$ cat config.mk
export PLATFORM = sky130hd
export DESIGN_NAME = audio_mixer
export DESIGN_NICKNAME = d
export VERILOG_FILES = /design/src/source/audio_pkg.sv /design/src/source/audio_attenuate.sv /design/src/source/audio_compress.sv /design/src/source/audio_level.sv /design/src/source/audio_mixer.sv /design/src/source/audio_sum.sv
export VERILOG_INCLUDE_DIRS = /design/src /design/src/include
export SDC_FILE = /design/constraint.sdc
export NUM_CORES = 1
export LEC_CHECK = 0
export BUFFER_PORTS_ARGS = -buffer_cell sky130_fd_sc_hd__buf_2
export CAP_MARGIN = 20
export CORE_UTILIZATION = 55
export CTS_CLUSTER_DIAMETER = 150
export DETAILED_ROUTE_END_ITERATION = 8
export PLACE_DENSITY = 0.71
export SYNTH_ARGS = -nofsm -noshare
export SYNTH_HDL_FRONTEND = slang
export SYNTH_SLANG_ARGS = --single-unit
$ cat constraint.sdc
create_clock -name clk_sys -period 5.2 [get_ports clk_sys]
set_input_delay 0 -clock clk_sys [delete_from_list [all_inputs] [get_ports clk_sys]]
set_output_delay 0 -clock clk_sys [all_outputs]
set_load 0.01 [all_outputs]
$ cat src/include/audio_defines.svh
`ifndef AUDIO_DEFINES_SVH
`define AUDIO_DEFINES_SVH

// Sample and accumulator widths
`define AUDIO_W 16
`define AUDIO_ACC_W 18

//////////////////////////////////////////////////
// Compressor curves
//////////////////////////////////////////////////

// Curve 1, 2x gain below the knee
`define COMP1_A 2
`define COMP1_F 4
`define COMP1_X 14044
`define COMP1_B 28088

// Curve 2, 4x gain below the knee
`define COMP2_A 4
`define COMP2_F 8
`define COMP2_X 7400
`define COMP2_B 29600

// Input to output, in clk_sys cycles
`define MIX_LATENCY 4

`endif

$ cat src/source/audio_pkg.sv
`include "audio_defines.svh"

package audio_pkg;

	// Per-sample mode, travels with the sample
	typedef struct packed {
		logic       cd_boost;
		logic [1:0] master_boost;
	} mix_mode_t;

	// Raw sources from the core
	typedef struct packed {
		logic signed [`AUDIO_W-1:0] cdda_l;
		logic signed [`AUDIO_W-1:0] cdda_r;
		logic signed [`AUDIO_W-1:0] psg_l;
		logic signed [`AUDIO_W-1:0] psg_r;
		logic signed [`AUDIO_W-1:0] adpcm;
	} src_sample_t;

	// After PSG and ADPCM attenuation
	typedef struct packed {
		logic signed [`AUDIO_W-1:0] cdda_l;
		logic signed [`AUDIO_W-1:0] cdda_r;
		logic signed [`AUDIO_W-1:0] psg_l;
		logic signed [`AUDIO_W-1:0] psg_r;
		logic signed [`AUDIO_W-1:0] adpcm;
		mix_mode_t                  mode;
	} atten_sample_t;

	// Wide stereo sum
	typedef struct packed {
		logic signed [`AUDIO_ACC_W-1:0] left;
		logic signed [`AUDIO_ACC_W-1:0] right;
		mix_mode_t                      mode;
	} sum_sample_t;

	// Leveled 16-bit stereo, ready for the compressor
	typedef struct packed {
		logic signed [`AUDIO_W-1:0] left;
		logic signed [`AUDIO_W-1:0] right;
		mix_mode_t                  mode;
	} level_sample_t;

endpackage

$ cat src/source/audio_attenuate.sv
`timescale 1ns/1ps
`include "audio_defines.svh"

module audio_attenuate (
	input  logic                   clk_sys,
	input  logic                   reset,
	input  audio_pkg::src_sample_t src,
	input  audio_pkg::mix_mode_t   mode,
	output audio_pkg::atten_sample_t out
);

	//////////////////////////////////////////////////
	// Gain terms
	//////////////////////////////////////////////////

	// PSG gain 1/2 + 1/4 + 1/16 = 13/16
	function automatic logic signed [`AUDIO_W-1:0] psg_gain(
		input logic signed [`AUDIO_W-1:0] s
	);
		psg_gain = (s >>> 1) + (s >>> 2) + (s >>> 4);
	endfunction

	// ADPCM gain 1/2 + 1/4 + 1/8 = 7/8
	function automatic logic signed [`AUDIO_W-1:0] adpcm_gain(
		input logic signed [`AUDIO_W-1:0] s
	);
		adpcm_gain = (s >>> 1) + (s >>> 2) + (s >>> 3);
	endfunction

	// Stage 1 register, mode captured alongside its sample
	always_ff @(posedge clk_sys) begin
		if (reset) begin
			out <= '0;
		end else begin
			out.cdda_l <= src.cdda_l;
			out.cdda_r <= src.cdda_r;
			out.psg_l  <= psg_gain($signed(src.psg_l));
			out.psg_r  <= psg_gain($signed(src.psg_r));
			out.adpcm  <= adpcm_gain($signed(src.adpcm));
			out.mode   <= mode;
		end
	end

endmodule

$ cat src/source/audio_compress.sv
`timescale 1ns/1ps
`include "audio_defines.svh"

module audio_compress (
	input  logic                      clk_sys,
	input  logic                      reset,
	input  audio_pkg::level_sample_t  in,
	output logic signed [`AUDIO_W-1:0] audio_l,
	output logic signed [`AUDIO_W-1:0] audio_r
);

	//////////////////////////////////////////////////
	// Compressor curves
	//////////////////////////////////////////////////

	// Linear gain below the knee, shallow slope above it
	function automatic logic [`AUDIO_W-1:0] curve(
		input logic [`AUDIO_W-1:0] v,
		input logic [`AUDIO_W-1:0] x,
		input logic [`AUDIO_W-1:0] a,
		input logic [`AUDIO_W-1:0] f,
		input logic [`AUDIO_W-1:0] b
	);
		if (v < x)
			curve = v * a;
		else
			curve = ((v - x) / f) + b;
	endfunction

	// Works on the magnitude, sign restored afterwards
	function automatic logic [`AUDIO_W-1:0] compress(
		input logic [`AUDIO_W-1:0] s,
		input logic                use_4x
	);
		logic [`AUDIO_W-1:0] mag;
		logic [`AUDIO_W-1:0] res_2x;
		logic [`AUDIO_W-1:0] res_4x;
		logic [`AUDIO_W-1:0] res;
		mag = s[`AUDIO_W-1] ? (~s + 1'b1) : s;
		res_2x = curve(mag, `AUDIO_W'(`COMP1_X), `AUDIO_W'(`COMP1_A),
			`AUDIO_W'(`COMP1_F), `AUDIO_W'(`COMP1_B));
		res_4x = curve(mag, `AUDIO_W'(`COMP2_X), `AUDIO_W'(`COMP2_A),
			`AUDIO_W'(`COMP2_F), `AUDIO_W'(`COMP2_B));
		res = use_4x ? res_4x : res_2x;
		compress = s[`AUDIO_W-1] ? (~res + 1'b1) : res;
	endfunction

	// Stage 4 register, drives the outputs directly
	always_ff @(posedge clk_sys) begin
		if (reset) begin
			audio_l <= '0;
			audio_r <= '0;
		end else if (in.mode.master_boost == 2'd0) begin
			audio_l <= in.left;
			audio_r <= in.right;
		end else begin
			// Bit 1 picks the 4x curve
			audio_l <= compress(in.left, in.mode.master_boost[1]);
			audio_r <= compress(in.right, in.mode.master_boost[1]);
		end
	end

	// Sign survives compression, except for the two edge codes
	a_sign_l: assert property (
		@(posedge clk_sys) disable iff (reset)
		(in.left != '0 && in.left != {1'b1, {(`AUDIO_W-1){1'b0}}})
		|=> (audio_l[`AUDIO_W-1] == $past(in.left[`AUDIO_W-1]))
	) else $error("audio_compress: audio_l sign flipped");

	a_sign_r: assert property (
		@(posedge clk_sys) disable iff (reset)
		(in.right != '0 && in.right != {1'b1, {(`AUDIO_W-1){1'b0}}})
		|=> (audio_r[`AUDIO_W-1] == $past(in.right[`AUDIO_W-1]))
	) else $error("audio_compress: audio_r sign flipped");

endmodule

$ cat src/source/audio_level.sv
`timescale 1ns/1ps
`include "audio_defines.svh"

module audio_level (
	input  logic                    clk_sys,
	input  logic                    reset,
	input  audio_pkg::sum_sample_t  in,
	output audio_pkg::level_sample_t out
);

	// 5/4 headroom scale unless CD boost already doubled the CD part,
	// then keep the upper 16 bits of the accumulator
	function automatic logic signed [`AUDIO_W-1:0] level(
		input logic signed [`AUDIO_ACC_W-1:0] sum,
		input logic                           cd_boost
	);
		logic signed [`AUDIO_ACC_W-1:0] scaled;
		scaled = cd_boost ? sum : sum + (sum >>> 2);
		level = scaled[`AUDIO_ACC_W-1:`AUDIO_ACC_W-`AUDIO_W];
	endfunction

	//////////////////////////////////////////////////
	// Stage 3 register
	//////////////////////////////////////////////////

	always_ff @(posedge clk_sys) begin
		if (reset) begin
			out <= '0;
		end else begin
			out.left  <= level(in.left, in.mode.cd_boost);
			out.right <= level(in.right, in.mode.cd_boost);
			out.mode  <= in.mode;
		end
	end

endmodule

$ cat src/source/audio_mixer.sv
`timescale 1ns/1ps
`include "audio_defines.svh"

module audio_mixer (
	input  logic                      clk_sys,
	input  logic                      reset,
	input  logic signed [`AUDIO_W-1:0] cdda_l,
	input  logic signed [`AUDIO_W-1:0] cdda_r,
	input  logic signed [`AUDIO_W-1:0] psg_l,
	input  logic signed [`AUDIO_W-1:0] psg_r,
	input  logic signed [`AUDIO_W-1:0] adpcm,
	input  logic                      cd_boost,
	input  logic [1:0]                master_boost,
	output logic signed [`AUDIO_W-1:0] audio_l,
	output logic signed [`AUDIO_W-1:0] audio_r
);

	audio_pkg::src_sample_t   src;
	audio_pkg::mix_mode_t     mode;
	audio_pkg::atten_sample_t atten;
	audio_pkg::sum_sample_t   sum;
	audio_pkg::level_sample_t level;

	// Pack the core sources
	assign src.cdda_l = cdda_l;
	assign src.cdda_r = cdda_r;
	assign src.psg_l  = psg_l;
	assign src.psg_r  = psg_r;
	assign src.adpcm  = adpcm;

	assign mode.cd_boost     = cd_boost;
	assign mode.master_boost = master_boost;

	//////////////////////////////////////////////////
	// Four stage chain
	//////////////////////////////////////////////////

	audio_attenuate u_audio_attenuate (
		.clk_sys (clk_sys),
		.reset   (reset),
		.src     (src),
		.mode    (mode),
		.out     (atten)
	);

	audio_sum u_audio_sum (
		.clk_sys (clk_sys),
		.reset   (reset),
		.in      (atten),
		.out     (sum)
	);

	audio_level u_audio_level (
		.clk_sys (clk_sys),
		.reset   (reset),
		.in      (sum),
		.out     (level)
	);

	audio_compress u_audio_compress (
		.clk_sys (clk_sys),
		.reset   (reset),
		.in      (level),
		.audio_l (audio_l),
		.audio_r (audio_r)
	);

endmodule

$ cat src/source/audio_sum.sv
`timescale 1ns/1ps
`include "audio_defines.svh"

module audio_sum (
	input  logic                     clk_sys,
	input  logic                     reset,
	input  audio_pkg::atten_sample_t in,
	output audio_pkg::sum_sample_t   out
);

	// Sign extend one source into the accumulator width
	function automatic logic signed [`AUDIO_ACC_W-1:0] ext(
		input logic signed [`AUDIO_W-1:0] s
	);
		ext = {{(`AUDIO_ACC_W - `AUDIO_W){s[`AUDIO_W-1]}}, s};
	endfunction

	// One side of the mix, CD counted twice under boost
	function automatic logic signed [`AUDIO_ACC_W-1:0] mix(
		input logic signed [`AUDIO_W-1:0] cdda,
		input logic signed [`AUDIO_W-1:0] psg,
		input logic signed [`AUDIO_W-1:0] adpcm,
		input logic                       cd_boost
	);
		logic signed [`AUDIO_ACC_W-1:0] cd_twice;
		cd_twice = cd_boost ? ext(cdda) : '0;
		mix = ext(cdda) + ext(psg) + ext(adpcm) + cd_twice;
	endfunction

	always_ff @(posedge clk_sys) begin
		if (reset) begin
			out <= '0;
		end else begin
			out.left  <= mix(in.cdda_l, in.psg_l, in.adpcm, in.mode.cd_boost);
			out.right <= mix(in.cdda_r, in.psg_r, in.adpcm, in.mode.cd_boost);
			out.mode  <= in.mode;
		end
	end

	// Master boost 3 is not a defined setting
	a_master_boost_valid: assert property (
		@(posedge clk_sys) disable iff (reset)
		in.mode.master_boost != 2'd3
	) else $error("audio_sum: master_boost reached 3 in the pipeline");

endmodule

After elaboration in Yosys (flattened, before gate mapping)
Index checks and enable logic that the tools add are counted.
{ "word_totals": {"register_bits": 188, "in_bits": 85, "out_inout_bits": 32, "wordCells": 75} }
{ "op_classes": {"addsub": 26, "n_lt_le_gt_ge": 4, "mux": 24, "bitwise": 4, "reduce_logical": 1} }
{ "ops": {"columns": ["cell", "n"], "rows": [
  ["$mux W16", 20],
  ["$mux W18", 4],
  ["$add A16 B1 Y16 const B", 4],
  ["$not A16 Y16", 4],
  ["$add A15 B14 Y16", 3],
  ["$add A17 B16 Y18", 2],
  ["$add A18 B16 Y18", 2],
  ["$add A18 B18 Y18", 2],
  ["$add A16 B16 Y17", 2],
  ["$add A13 B15 Y16 const B", 2],
  ["$add A14 B15 Y16 const B", 2],
  ["$add A16 B12 Y16", 2],
  ["$lt A16 B13 Y1 const B", 2],
  ["$lt A16 B14 Y1 const B", 2],
  ["$sub A16 B13 Y16 const B", 2],
  ["$sub A16 B14 Y16 const B", 2],
  ["$add A16 B13 Y16", 1],
  ["$logic_not A2 Y1", 1]
]} }

Longest topological paths before layout
Gate-level depths: netlist (run 1).
{ "depth": {"word_depth": 13, "depth_mapped": 23, "depth_no_buf": 22} }

By module
From an unflattened synthesis (run 1), not the netlist that was laid out.
{ "unflattened": {"hier_cells": 2257, "area_unflattened_um2": 18710.4} }
{ "by_module_without_submodules": {"columns": ["module", "n_inst", "cells_each", "area_each_um2", "seq_area_each_um2"], "rows": [
  ["audio_compress", 1, 993, 7116.8, 640.6],
  ["audio_attenuate", 1, 445, 4697.0, 1661.6],
  ["audio_sum", 1, 535, 4526.8, 780.7],
  ["audio_level", 1, 284, 2369.8, 700.7]
]} }

Worst setup path after synthesis (run 1)
Ideal clock, no wire load.
{ "synth_timing": {"kind": "register to register", "from": "register u_audio_level.out[19] in the netlist's numbering", "to": "register u_audio_compress.audio_l[15]", "setup_time_ps": 115, "t_arrival_ps": 4594, "required_ps": 5085, "slack_ps": 491, "stages_incl_launch_ff": 22, "synth_period_minus_slack_ps": 4709, "cell_sequence": "dfxtp_1 -> clkbuf_1 -> inv_1 -> ha_1 -> or3b_1 -> a221o_1 -> inv_1 -> ha_1 -> a21oi_1 -> and3_1 -> nor2_1 -> xnor2_1 -> ha_1 -> or3_1 -> a21oi_1 -> o21ai_1 -> mux2i_1 -> o311ai_0 -> nand2_1 -> o41ai_2 -> xor2_1 -> and2_1"} }
{ "synth_between": {"elab_chain_len": 13, "elab_cells_between_ends": 20, "classes_between": "add/sub: 6; order compare: 2; mux: 10; bitwise: 2"} }
{ "synth_lines": {"columns": ["item", "line_no", "source"], "rows": [
  ["start, declared", "audio_level.sv:8", "output audio_pkg::level_sample_t out"],
  ["$not A16 Y16", "audio_compress.sv:39", "mag = s[`AUDIO_W-1] ? (~s + 1'b1) : s;"],
  ["$add A16 B1 Y16", "audio_compress.sv:39", null],
  ["$mux W16 *", "audio_compress.sv:39", null],
  ["$sub A16 B14 Y16 / $sub A16 B13 Y16 (equally long branches)", "audio_compress.sv:27", "curve = ((v - x) / f) + b;"],
  ["$add A14 B15 Y16 / $add A13 B15 Y16 (equally long branches)", "audio_compress.sv:27", null],
  ["$mux W16", "audio_compress.sv:24", "if (v < x)"],
  ["$mux W16", "audio_compress.sv:53", "end else if (in.mode.master_boost == 2'd0) begin"],
  ["$mux W16", "audio_compress.sv:50", "if (reset) begin"],
  ["$mux W16 *", "audio_compress.sv:44", "res = use_4x ? res_4x : res_2x;"],
  ["$not A16 Y16", "audio_compress.sv:45", "compress = s[`AUDIO_W-1] ? (~res + 1'b1) : res;"],
  ["$add A16 B1 Y16", "audio_compress.sv:45", null],
  ["$mux W16 *", "audio_compress.sv:45", null],
  ["$mux W16 *", "audio_compress.sv:53", null],
  ["end signal, assigned", "audio_compress.sv:54", "audio_l <= in.left;"],
  ["end signal, assigned", "audio_compress.sv:58", "audio_l <= compress(in.left, in.mode.master_boost[1]);"],
  ["end, declared", "audio_compress.sv:8", "output logic signed [`AUDIO_W-1:0] audio_l,"]
]} }
Mark *: on every way between the ends. The rest lies on a longest branch, timed or not. The select of a mux whose other input is x is not followed.
A chain may end at the register's enable or synchronous reset.

Worst setup path after layout (run 1)
{ "layout_timing": {"from": "register u_audio_level.out[20] in the netlist's numbering", "to": "register u_audio_compress.audio_l[15]"} }
Same word-level chain as after synthesis.

==> results.md, run 1 <==
- IO Port Bufs: 113
- Slew Limit Fails: 0
- Dpl hpwl: 37400 um
- Clk network pwr share: 0.107
- Synth Area in XOR/XNOR: 0.0842
- Pwr Total: ~12 mW
- Mapped cell area: between 15000 and 20000 um^2
- GPL Wtd Cong: 1.01
- Asr flop ratio synth: 0
- Hold Path Depth: 4
- Reg2Reg Depth: 20
- GRT Overall Usage: 0.308
- Worst endpoint required time: 5.54 ns
- Vias per inst: 5.97
- Clk slew on worst S/H paths: 0.08 ns
- Crit path capture type: flip-flop
- Worst hold slack: between 0.06 and 0.07 ns
- Routed wire length: approximately 47000 um
- Reg area: about 3800 um^2
- Largest net degree at the start of global routing: 78
- Number of synthesized register bits: 188
- Clock tree root driver cell: clkbuf_16
- Clock skew: 0.0119 ns
- LEAKAGE: approximately 8.4 nW
- Min Tclk post-route: 4.84 ns
- CTS Buf Count: 17
- Die footprint: between 30000 and 40000 um^2
- Post-DP Area: around 18000 um^2
- Maximum vdd ir drop: 0.315 mV
- Tcrit/Tclk final: 0.930
- Synth Area in Adders: 0.215
- Syn nets: between 2000 and 2500
- Pin slew with the least headroom to its limit: 0.866 ns
- Post-CTS Setup Inserts: 0
- Top_reg_cell synth: dfxtp_1
- Seq pwr share: 0.181
- Share of cells above drive strength 1: 0.139
- Clk_lat worst skew: 0.44 ns
- Synth Area in Compound Gates: 0.221
- Number of flops mapped to enable cells by yosys: 0
- Fin. Hold Viols: 0
- CTS max path bufs: 2
- Router iterations before antenna repair: 6
- Yosys warnings: 0
- Flop2flop setup slack: 0.36 ns
- Via count: 15467
- Rows: 63
- Synth Instances: 2000
- Worst setup margin: 0.361 ns
- Die extent in x: 178 um
- Logic pwr share: 0.712
- Crit-path max FO: 9
- Mux cell area share after synthesis: 0.0170
- Clk sinks: 188
- Hold Path Class: input pin to flip-flop
- Pint: between 6 and 7 mW
- ANT nets after route: 0
- DR iter-0 viols: 1201
- IO Pins: 117
- Slew Limit Headroom: 0.422
- Simple-gate share of the synthesized area: 0.192
- Antenna violations before repair: 0
- Syn avg cell area: 8.47 um^2
- Utilization after layout: 0.653
- Largest family of logic cells by synthesized area: compound AO/OA/AOI/OAI gates
- # DRC: 0
- Pwr dens: 638 nW/um^2
- Setup CP Type: flip-flop to flip-flop
- Max_cap viols: 0
- Hold Path End: u_audio_attenuate.out[19]
- Unrepaired setup endpoints after global routing: false
- Core area: 30000 um^2
- Final instance area: ~20000 um^2
- Pre-CTS WS: 0.228 ns
- Area Growth Syn to Fin: 15.3%
- Hold_sp: psg_r[1]
- Vias in the first global route: 15059
- DR WL/cell: 18.3 um
- Layout Cells excl Fill: 2592
- Critical Path AT: 5.18 ns
- Placed Instances: 2513
- Net Sw Frac: 0.495
- Critical Path Start Type: flip-flop
- Final TNS setup: 0 ns
- Total grt overflow: 0
- Starting Density: 0.566
- Sequential share of the synthesized area: 0.222
- Status: finished, final reports clean
- Multi-input gate area: 12400 um^2
- Final setup fails: 0
- R2r startpoint: u_audio_level.out[20]
- Synth unique cells: 93
- First-pass GRT wire length: 76700 um
- Max Clock Freq: 207 MHz
- Fillers: between 2000 and 3000
- H-Tree Depth: 4
- Ant diodes: 0
- Nets@finish: between 2000 and 3000
- Switch Pwr: 6.18 mW
- CTS tree: done
- Die Ht: 178 um
- FF-to-FF End: u_audio_compress.audio_l[15]
[flip-flops by register name, summed over array words and instances (netlist names)]
register                  count
u_audio_compress.audio_l     16
u_audio_level.out            34
u_audio_attenuate.out        83
u_audio_sum.out              39
u_audio_compress.audio_r     16
[cell usage after synthesis, types with 37 or more instances]
cell type | instances | area [um^2]
nor2_1 | 191 | 717
fa_1 | 108 | 2160
dfxtp_1 | 188 | 3760
nor2b_1 | 76 | 475
and2_1 | 40 | 250
a21oi_1 | 124 | 621
nand2_1 | 117 | 439
nor3_1 | 67 | 335
inv_1 | 110 | 413
xor2_1 | 46 | 403
xnor2_1 | 117 | 1020
o21ai_0 | 105 | 526
clkbuf_1 | 82 | 308
a211oi_1 | 37 | 278
ha_1 | 119 | 1490
[critical path, cell delays in order, from the launching register on]
cell and delay (ns):
dfxtp_1 0.38, inv_1 0.12, ha_2 0.24, or3b_1 0.35
a221o_1 0.41, inv_1 0.10, ha_1 0.19, a21oi_1 0.10
and3_1 0.30, nor2_1 0.14, xnor2_1 0.09, ha_1 0.28
or4_1 0.54, o311a_1 0.14, xnor2_1 0.13, a21oi_1 0.21
a32o_1 0.27, nand4_2 0.15, o41ai_2 0.34, xor2_1 0.09
and2_1 0.16
[cells in the final DEF, fill, tap and decap left out, drive strengths merged, types with 40 or more instances in the layout]
cell         synthesis  layout
buf                 19     224
nor2               191     191
dfxtp              188     188
a21oi              125     125
ha                 119     119
inv                111     119
nand2              117     117
xnor2              117     117
o21ai              112     112
fa                 108     108
nor2b               76      76
nor3                69      69
dlygate4sd3          0      47
xor2                46      46
and2                40      40
[timing repair]
item                                    CTS  global route
endpoints found under the hold margin    73             0
hold buffers                             47             0
resized for setup                         0            10
endpoints found under the setup margin    0             8
[cells by family after synthesis]
family | after synthesis
xor+xnor | 163
buf+inv | 212
flops | 188
simple gates | 643
fa+ha+maj | 227
compound gates | 539
mux | 28
[per-layer routing]
layer | vias to the layer above | part of all wire | GRT usage
met3 | 83 | 0.054 | 0.0338
met2 | 532 | 0.48 | 0.534
met5 | - | 0 | 0
li1 | 7512 | - | -
met4 | 0 | 0.028 | 0.104
met1 | 7340 | 0.44 | 0.397
[area by class of cell]
class	instances	area share
Tap cell	390	0.0250
Sequential cell	188	0.193
Inverter	111	0.0213
Timing Repair Buffer	271	0.0960
Clock inverter	14	0.00890
Clock buffer	18	0.0220
Multi-Input combinational cell	1600	0.634
[power by group through the flow]
stage / combinational (mW) / clock [mW] / sequential, mW
after global placement: 8.50 / 0 / 2.27
final: 8.89 / 1.33 / 2.26
after CTS: 8.71 / 1.35 / 2.25
after detailed placement: 8.62 / 0 / 2.28
after floorplan: 6.24 / 0 / 2.06
after global routing: 9.80 / 1.42 / 2.30
[worst max path at each step]
stage,from,to,slack [ns],cells past startpoint
floorplan,u_audio_level.out[19],u_audio_compress.audio_l[15],0.49,21
global placement,u_audio_level.out[20],u_audio_compress.audio_l[15],0.34,21
detailed placement,u_audio_level.out[20],u_audio_compress.audio_l[15],0.23,21
CTS,u_audio_level.out[20],u_audio_compress.audio_l[15],0.23,21
global route,u_audio_level.out[20],u_audio_compress.audio_l[14],0.003,20
finish,u_audio_level.out[20],u_audio_compress.audio_l[15],0.36,20
(Power assumes the default switching activity.)
==> inputs of run 2 (changes only) <==
--- a/config.mk
+++ b/config.mk
@@ -11,7 +11,8 @@
 export CORE_UTILIZATION = 55
 export CTS_CLUSTER_DIAMETER = 150
 export DETAILED_ROUTE_END_ITERATION = 8
-export PLACE_DENSITY = 0.71
+export PLACE_DENSITY = 0.7
 export SYNTH_ARGS = -nofsm -noshare
 export SYNTH_HDL_FRONTEND = slang
+export SYNTH_HIERARCHICAL = 1
 export SYNTH_SLANG_ARGS = --single-unit
==> run 2 against run 1 <==
  * Sequential cell count is the same
  * Via count up 11%
  * Worst hold slack got worse by 0.0094 ns
  * Register-to-register slack lost 0.06 ns
  * Critical path type unchanged
==> results.md, run 2 <==
- Logic pwr share: 0.727
- Die Ht: 186 um
- DR WL/cell: approximately 18 um
- Ant diodes: 0
- IO Pins: 117
- Crit-path max FO: 9
- Min Tclk post-route: approximately 4.9 ns
- Post-DP Area: 19800 um^2
- Slew Limit Fails: 0
- Total grt overflow: 0
- Most common cell after layout, fill and taps aside: nor2_1
- Routed wire length: 51600 um
- CTS max path bufs: 2
- Die footprint: 34700 um^2
- Final instance area: 20900 um^2
- Pint: about 6.3 mW
- Switch Pwr: 6.66 mW
- Share of cells above drive strength 1: 0.133
- Slew Limit Headroom: 0.385
- Max reg flops: 83
- ANT nets after route: 0
- Clock tree root driver cell: clkbuf_16
- Net Sw Frac: 0.516
- Vias in the first global route: 16405
- Clk network pwr share: 0.098
- Clk slew on worst S/H paths: 0.07 ns
- Largest net degree at the start of global routing: 91
- Vias per inst: 5.99
- Worst endpoint required time: 5.55 ns
- GPL Wtd Cong: roughly 0.95
- Setup CP Type: flip-flop to flip-flop
- DR iter-0 viols: 1385
- Most frequent cells in the layout: 202 x nor2_1, 198 x inv_1, 185 x dfxtp_1, 143 x nand2_1, 127 x a21oi_1
- Utilization after layout: 0.626
- Leading registers by flop count: u_audio_attenuate/out: 83 flops, u_audio_sum/out: 39 flops, u_audio_level/out: 34 flops
- Seq pwr share: 0.175
- Crit path capture type: flip-flop
- Mapped cell area: about 19000 um^2
- Maximum vdd ir drop: 0.304 mV
- Critical Path AT: 5.25 ns
- CTS tree: done
- Final setup fails: 0
- Fin. Hold Viols: 0
- Pwr dens: 617 nW/um^2
- LEAKAGE: 8.80 nW
- Tcrit/Tclk final: 0.942
- Rows: between 60 and 70
- Pin slew with the least headroom to its limit: 0.917 ns
- Yosys warnings: 6
- Starting Density: 0.559
- Pwr Total: 12.9 mW
- H-Tree Depth: 4
- Max Clock Freq: 204 MHz
- Post-CTS Setup Inserts: 0
- Nets@finish: 2722
- Reg with most FFs: u_audio_attenuate/out
- Critical Path Start Type: flip-flop
- Final TNS setup: 0 ns
- Synth Instances: about 2300
- Dpl hpwl: ~41000 um
- Clk sinks: 188
- Router iterations before antenna repair: 5
- First-pass GRT wire length: approximately 83000 um
- Die extent in x: 186 um
- Syn avg cell area: 8.28 um^2
- Area Growth Syn to Fin: 12.0%
- Antenna violations before repair: 0
- Via count: around 17000
- # DRC: 0
- Syn nets: 2568
- Max_cap viols: 0
- IO Port Bufs: roughly 110
- Status: finished, final reports clean
- GRT Overall Usage: 0.295
- CTS Buf Count: 17
- Core area: 33400 um^2
- Clock skew: 0.0161 ns
- Hold Path Class: input pin to flip-flop
- Clk_lat worst skew: 0.45 ns
- Unrepaired setup endpoints after global routing: false
## run 2: final timing paths
path                                           start                            to  slack, ns  cells past startpoint
worst max-delay path            u_audio_level/out[4]  u_audio_compress/audio_r[15]       0.30                     18
worst min-delay path                       psg_r[14]     u_audio_attenuate/out[33]       0.06                      4
worst max register to register  u_audio_level/out[4]  u_audio_compress/audio_r[15]       0.30                     18
worst min register to register    u_audio_sum/out[1]          u_audio_level/out[1]       0.44                      1
## run 2: layout make-up
cell class | instances | area, um^2
tap | 448 | 561
clock inverter | 14 | 124
multi-input combinational | 1763 | 13600
sequential | 188 | 3770
clock buffer | 18 | 439
fill | 2909 | 12500
inverter | 201 | 754
timing repair buffer | 239 | 1650
## run 2: power groups by stage
stage	Sequential (mW)	Clock (mW)	Combinational [mW]
after CTS	2.25	1.30	9.20
final	2.26	1.27	9.38
after detailed placement	2.28	0	9.12
after global routing	2.31	1.35	10.3
after global placement	2.27	0	8.98
after floorplan	2.04	0	6.97
## run 2: what timing repair did
action,4_1_cts,5_1_grt
endpoints found under the setup margin,0,14
hold buffers,50,0
resized for setup,0,7
endpoints found under the hold margin,59,0
## run 2: critical path: stages (launching register included)
cell      delay, ns
dfxtp_1        0.35
inv_1          0.11
ha_1           0.29
or3b_2         0.52
o21a_1         0.21
o21ba_2        0.29
nor3_2         0.42
xnor2_1        0.20
inv_1          0.07
ha_1           0.27
inv_1          0.17
o21ai_0        0.10
nor3_1         0.16
a2111o_1       0.12
a31oi_1        0.07
a211o_1        0.27
or4_4          0.53
or3_4          0.41
o311ai_2       0.25
## run 2: through the flow
step	instances	hold slack [ns]	worst slack, ns
2_1_floorplan	2256	0.128	0.418
3_3_place_gp	2788	0.209	0.316
3_5_place_dp	2789	0.214	0.238
4_1_cts	2871	0.000566	0.178
5_1_grt	2871	0.0834	0.0209
6_report	2871	0.0584	0.301
## run 2: per-layer routing
| layer | global-route usage | vias up | part of all wire |
|---|---|---|---|
| li1 | - | 8371 | - |
| met1 | 0.371 | 8142 | 0.43 |
| met2 | 0.513 | 591 | 0.48 |
| met3 | 0.0344 | 97 | 0.052 |
| met4 | 0.124 | 0 | 0.035 |
| met5 | 0 | - | 0 |
==> inputs of run 3 (changes only) <==
--- a/config.mk
+++ b/config.mk
@@ -11,6 +11,7 @@
 export CORE_UTILIZATION = 55
 export CTS_CLUSTER_DIAMETER = 150
 export DETAILED_ROUTE_END_ITERATION = 8
+export MAX_ROUTING_LAYER = met4
 export PLACE_DENSITY = 0.7
 export SYNTH_ARGS = -nofsm -noshare
 export SYNTH_HDL_FRONTEND = slang
==> run 3 against run 2 <==
  * Sequential power about the same
  * First-iteration DRC count down 4.8%
  * Final cell count up 1.1%
  * Fmax up 0.21%
  * Core utilization up 0.81 points
  * Final area up 1.3%
  * Count of clock-buffer cells in the layout unchanged
  * Critical path depth up 1
  * Sequential cell count unchanged
  * Critical endpoint unchanged
  * Highest routed layer unchanged
==> results.md, run 3 (synthesis gave the netlist of run 2 again) <==
- CP Cell Sequence: inv_1 -> ha_1 -> nor3b_1 -> o211ai_1 -> inv_1 -> ha_1 -> inv_1 -> o211ai_1 -> or3_1 -> nand2_1 -> xnor2_1 -> ha_1 -> inv_1 -> a211o_1 -> nand4_1 -> o311ai_2 -> or4_4 -> or3_4 -> o311ai_2
- Starting Density: 0.559
- CTS tree: done
- Critical path depth: 19
- Clk_lat worst skew: 0.46 ns
- M2 GR Usage: 0.550
- Via count: 17658
- Critical Path AT: 5.25 ns
- Max Clock Freq: 205 MHz
- Clock tree root driver cell: clkbuf_16
- Fin. Hold Viols: 0
- Die Ht: 186 um
- Crit-path max FO: 9
- IO Pins: 117
- Met3 GRT Util: 0.0451
- Hold_sp: adpcm[2]
- Worst Path Buf+Inv: 4
- LEAKAGE: around 9.0 nW
- Tcrit/Tclk final: 0.940
- Vias per inst: 6.08
- Share of cells above drive strength 1: 0.140
- Hold Path Class: input pin to flip-flop
- Slowest cell on the critical path: or4_4
- Die footprint: 34700 um^2
- CP Capture Point: u_audio_compress/audio_r[15]
- Clock skew: 0.0109 ns
- DR iter-0 viols: 1319
- Crit. Startpoint: u_audio_level/out[3]
- Core area: 33400 um^2
- GRT busiest layer: met2
- CTS max path bufs: 2
- Slowest stage delay, CP: 0.63 ns
- Most frequent cells in the layout: 202 x nor2_1, 198 x inv_1, 186 x dfxtp_1, 143 x nand2_1, 127 x a21oi_1
- First-pass GRT wire length: 89600 um
- Post-CTS Setup Inserts: 0
- Worst path top cell family by delay: simple AND/OR/NAND/NOR gates
- Pwr dens: 628 nW/um^2
- Max_cap viols: 0
- GPL Wtd Cong: 0.988
- Leading registers by flop count: u_audio_attenuate/out: 83 flops, u_audio_sum/out: 39 flops, u_audio_level/out: 34 flops
- Slew Limit Headroom: 0.404
- Clk slew on worst S/H paths: 0.07 ns
- Pin slew with the least headroom to its limit: 0.894 ns
- ANT nets after route: 0
- Critical Path Start Type: flip-flop
- Flop2flop setup slack: around 0.31 ns
- Final setup fails: 0
- Reg2Reg Depth: 19
- FF-to-FF End: u_audio_compress/audio_r[15]
- CP dominant cell by count: inv_1
- Routing usage on met1: 0.397
- Final instance area: 21200 um^2
- DR WL/cell: roughly 19 um
- Setup CP Type: flip-flop to flip-flop
- CTS Buf Count: 17
- Clk sinks: 188
- Routed wire length: roughly 55000 um
- Slew Limit Fails: 0
- Dpl hpwl: 42400 um
- Status: finished, final reports clean
- Antenna violations before repair: 0
- Fillers: 2824
- Worst endpoint required time: 5.56 ns
- Max reg flops: 83
- Nets@finish: between 2000 and 3000
- Total grt overflow: 0
- Most common cell after layout, fill and taps aside: nor2_1
- Ant diodes: 0
- R2r startpoint: u_audio_level/out[3]
- Reg with most FFs: u_audio_attenuate/out
- IO Port Bufs: ~110
- GRT Overall Usage: 0.331
- Min Tclk post-route: 4.89 ns
- Final TNS setup: 0 ns
- Rows: 67
- H-Tree Depth: 4
- Largest net degree at the start of global routing: 76
- Pwr Total: 13.3 mW
- Post-DP Area: around 20000 um^2
- # DRC: 0
- Crit path capture type: flip-flop
- Vias in the first global route: 17180
- Maximum vdd ir drop: roughly 0.32 mV
- Router iterations before antenna repair: 5
- Area Growth Syn to Fin: 13.4%
- Die extent in x: 186 um
==> run 3: changes by cell type in the layout (fill, tap and decap cells not counted), sizes merged <==
cell / previous run / this run
clkinvlp: 1 / 3
dlygate4sd3: 50 / 58
inv: 206 / 207
clkinv: 8 / 4
bufinv: 0 / 1
buf: 189 / 214
==> run 3: cell type report <==
| type | instances | area [um^2] | area share |
|---|---|---|---|
| Clock inverter | 14 | 149 | 0.00702 |
| Inverter | 201 | 754 | 0.0356 |
| Multi-Input combinational cell | 1763 | 13600 | 0.642 |
| Clock buffer | 18 | 439 | 0.0207 |
| Sequential cell | 188 | 3770 | 0.178 |
| Tap cell | 448 | 561 | 0.0264 |
| Timing Repair Buffer | 272 | 1910 | 0.0901 |
==> run 3: timing repair <==
item                                    in CTS  in global routing
endpoints found under the hold margin       64                  0
resized for setup                            0                  4
endpoints found under the setup margin       0                  6
hold buffers                                58                  0
==> run 3: metal layers <==
metal	vias to the layer above	wire length (um)
li1	8421	-
met1	8448	23200
met2	664	26700
met3	125	3050
met4	0	2370
met5	-	0
==> run 3: report_power, final <==
| group | switching, mW | internal, mW | total [mW] |
|---|---|---|---|
| Sequential | 0.425 | 1.81 | 2.24 |
| Clock | 0.642 | 0.694 | 1.34 |
| Combinational | 5.80 | 3.93 | 9.73 |
==> run 3: worst min-delay path by stage <==
stage | to | cells past startpoint
final | u_audio_attenuate/out[3] | 4
after global routing | u_audio_attenuate/out[3] | 4
after CTS | u_audio_attenuate/out[3] | 4
after detailed placement | u_audio_attenuate/out[79] | 2
after global placement | u_audio_attenuate/out[1] | 2
after floorplan | u_audio_attenuate/out[0] | 1
==> run 3: tightest hold or removal path, stage by stage <==
cell	delay, ns
buf_2	0.12
inv_1	0.07
fa_1	0.17
nor2_1	0.05
==> run 3: through the flow <==
| step | hold WS, ns | worst slack [ns] | instances | utilization |
|---|---|---|---|---|
| 5_1_grt | 0.0366 | -0.00836 | 2904 | 0.634 |
| 2_1_floorplan | 0.128 | 0.418 | 2256 | - |
| 6_report | 0.00823 | 0.311 | 2904 | 0.634 |
| 3_3_place_gp | 0.210 | 0.420 | 2814 | 0.598 |
| 4_1_cts | 0.00783 | 0.271 | 2904 | 0.633 |
| 3_5_place_dp | 0.215 | 0.281 | 2814 | 0.598 |
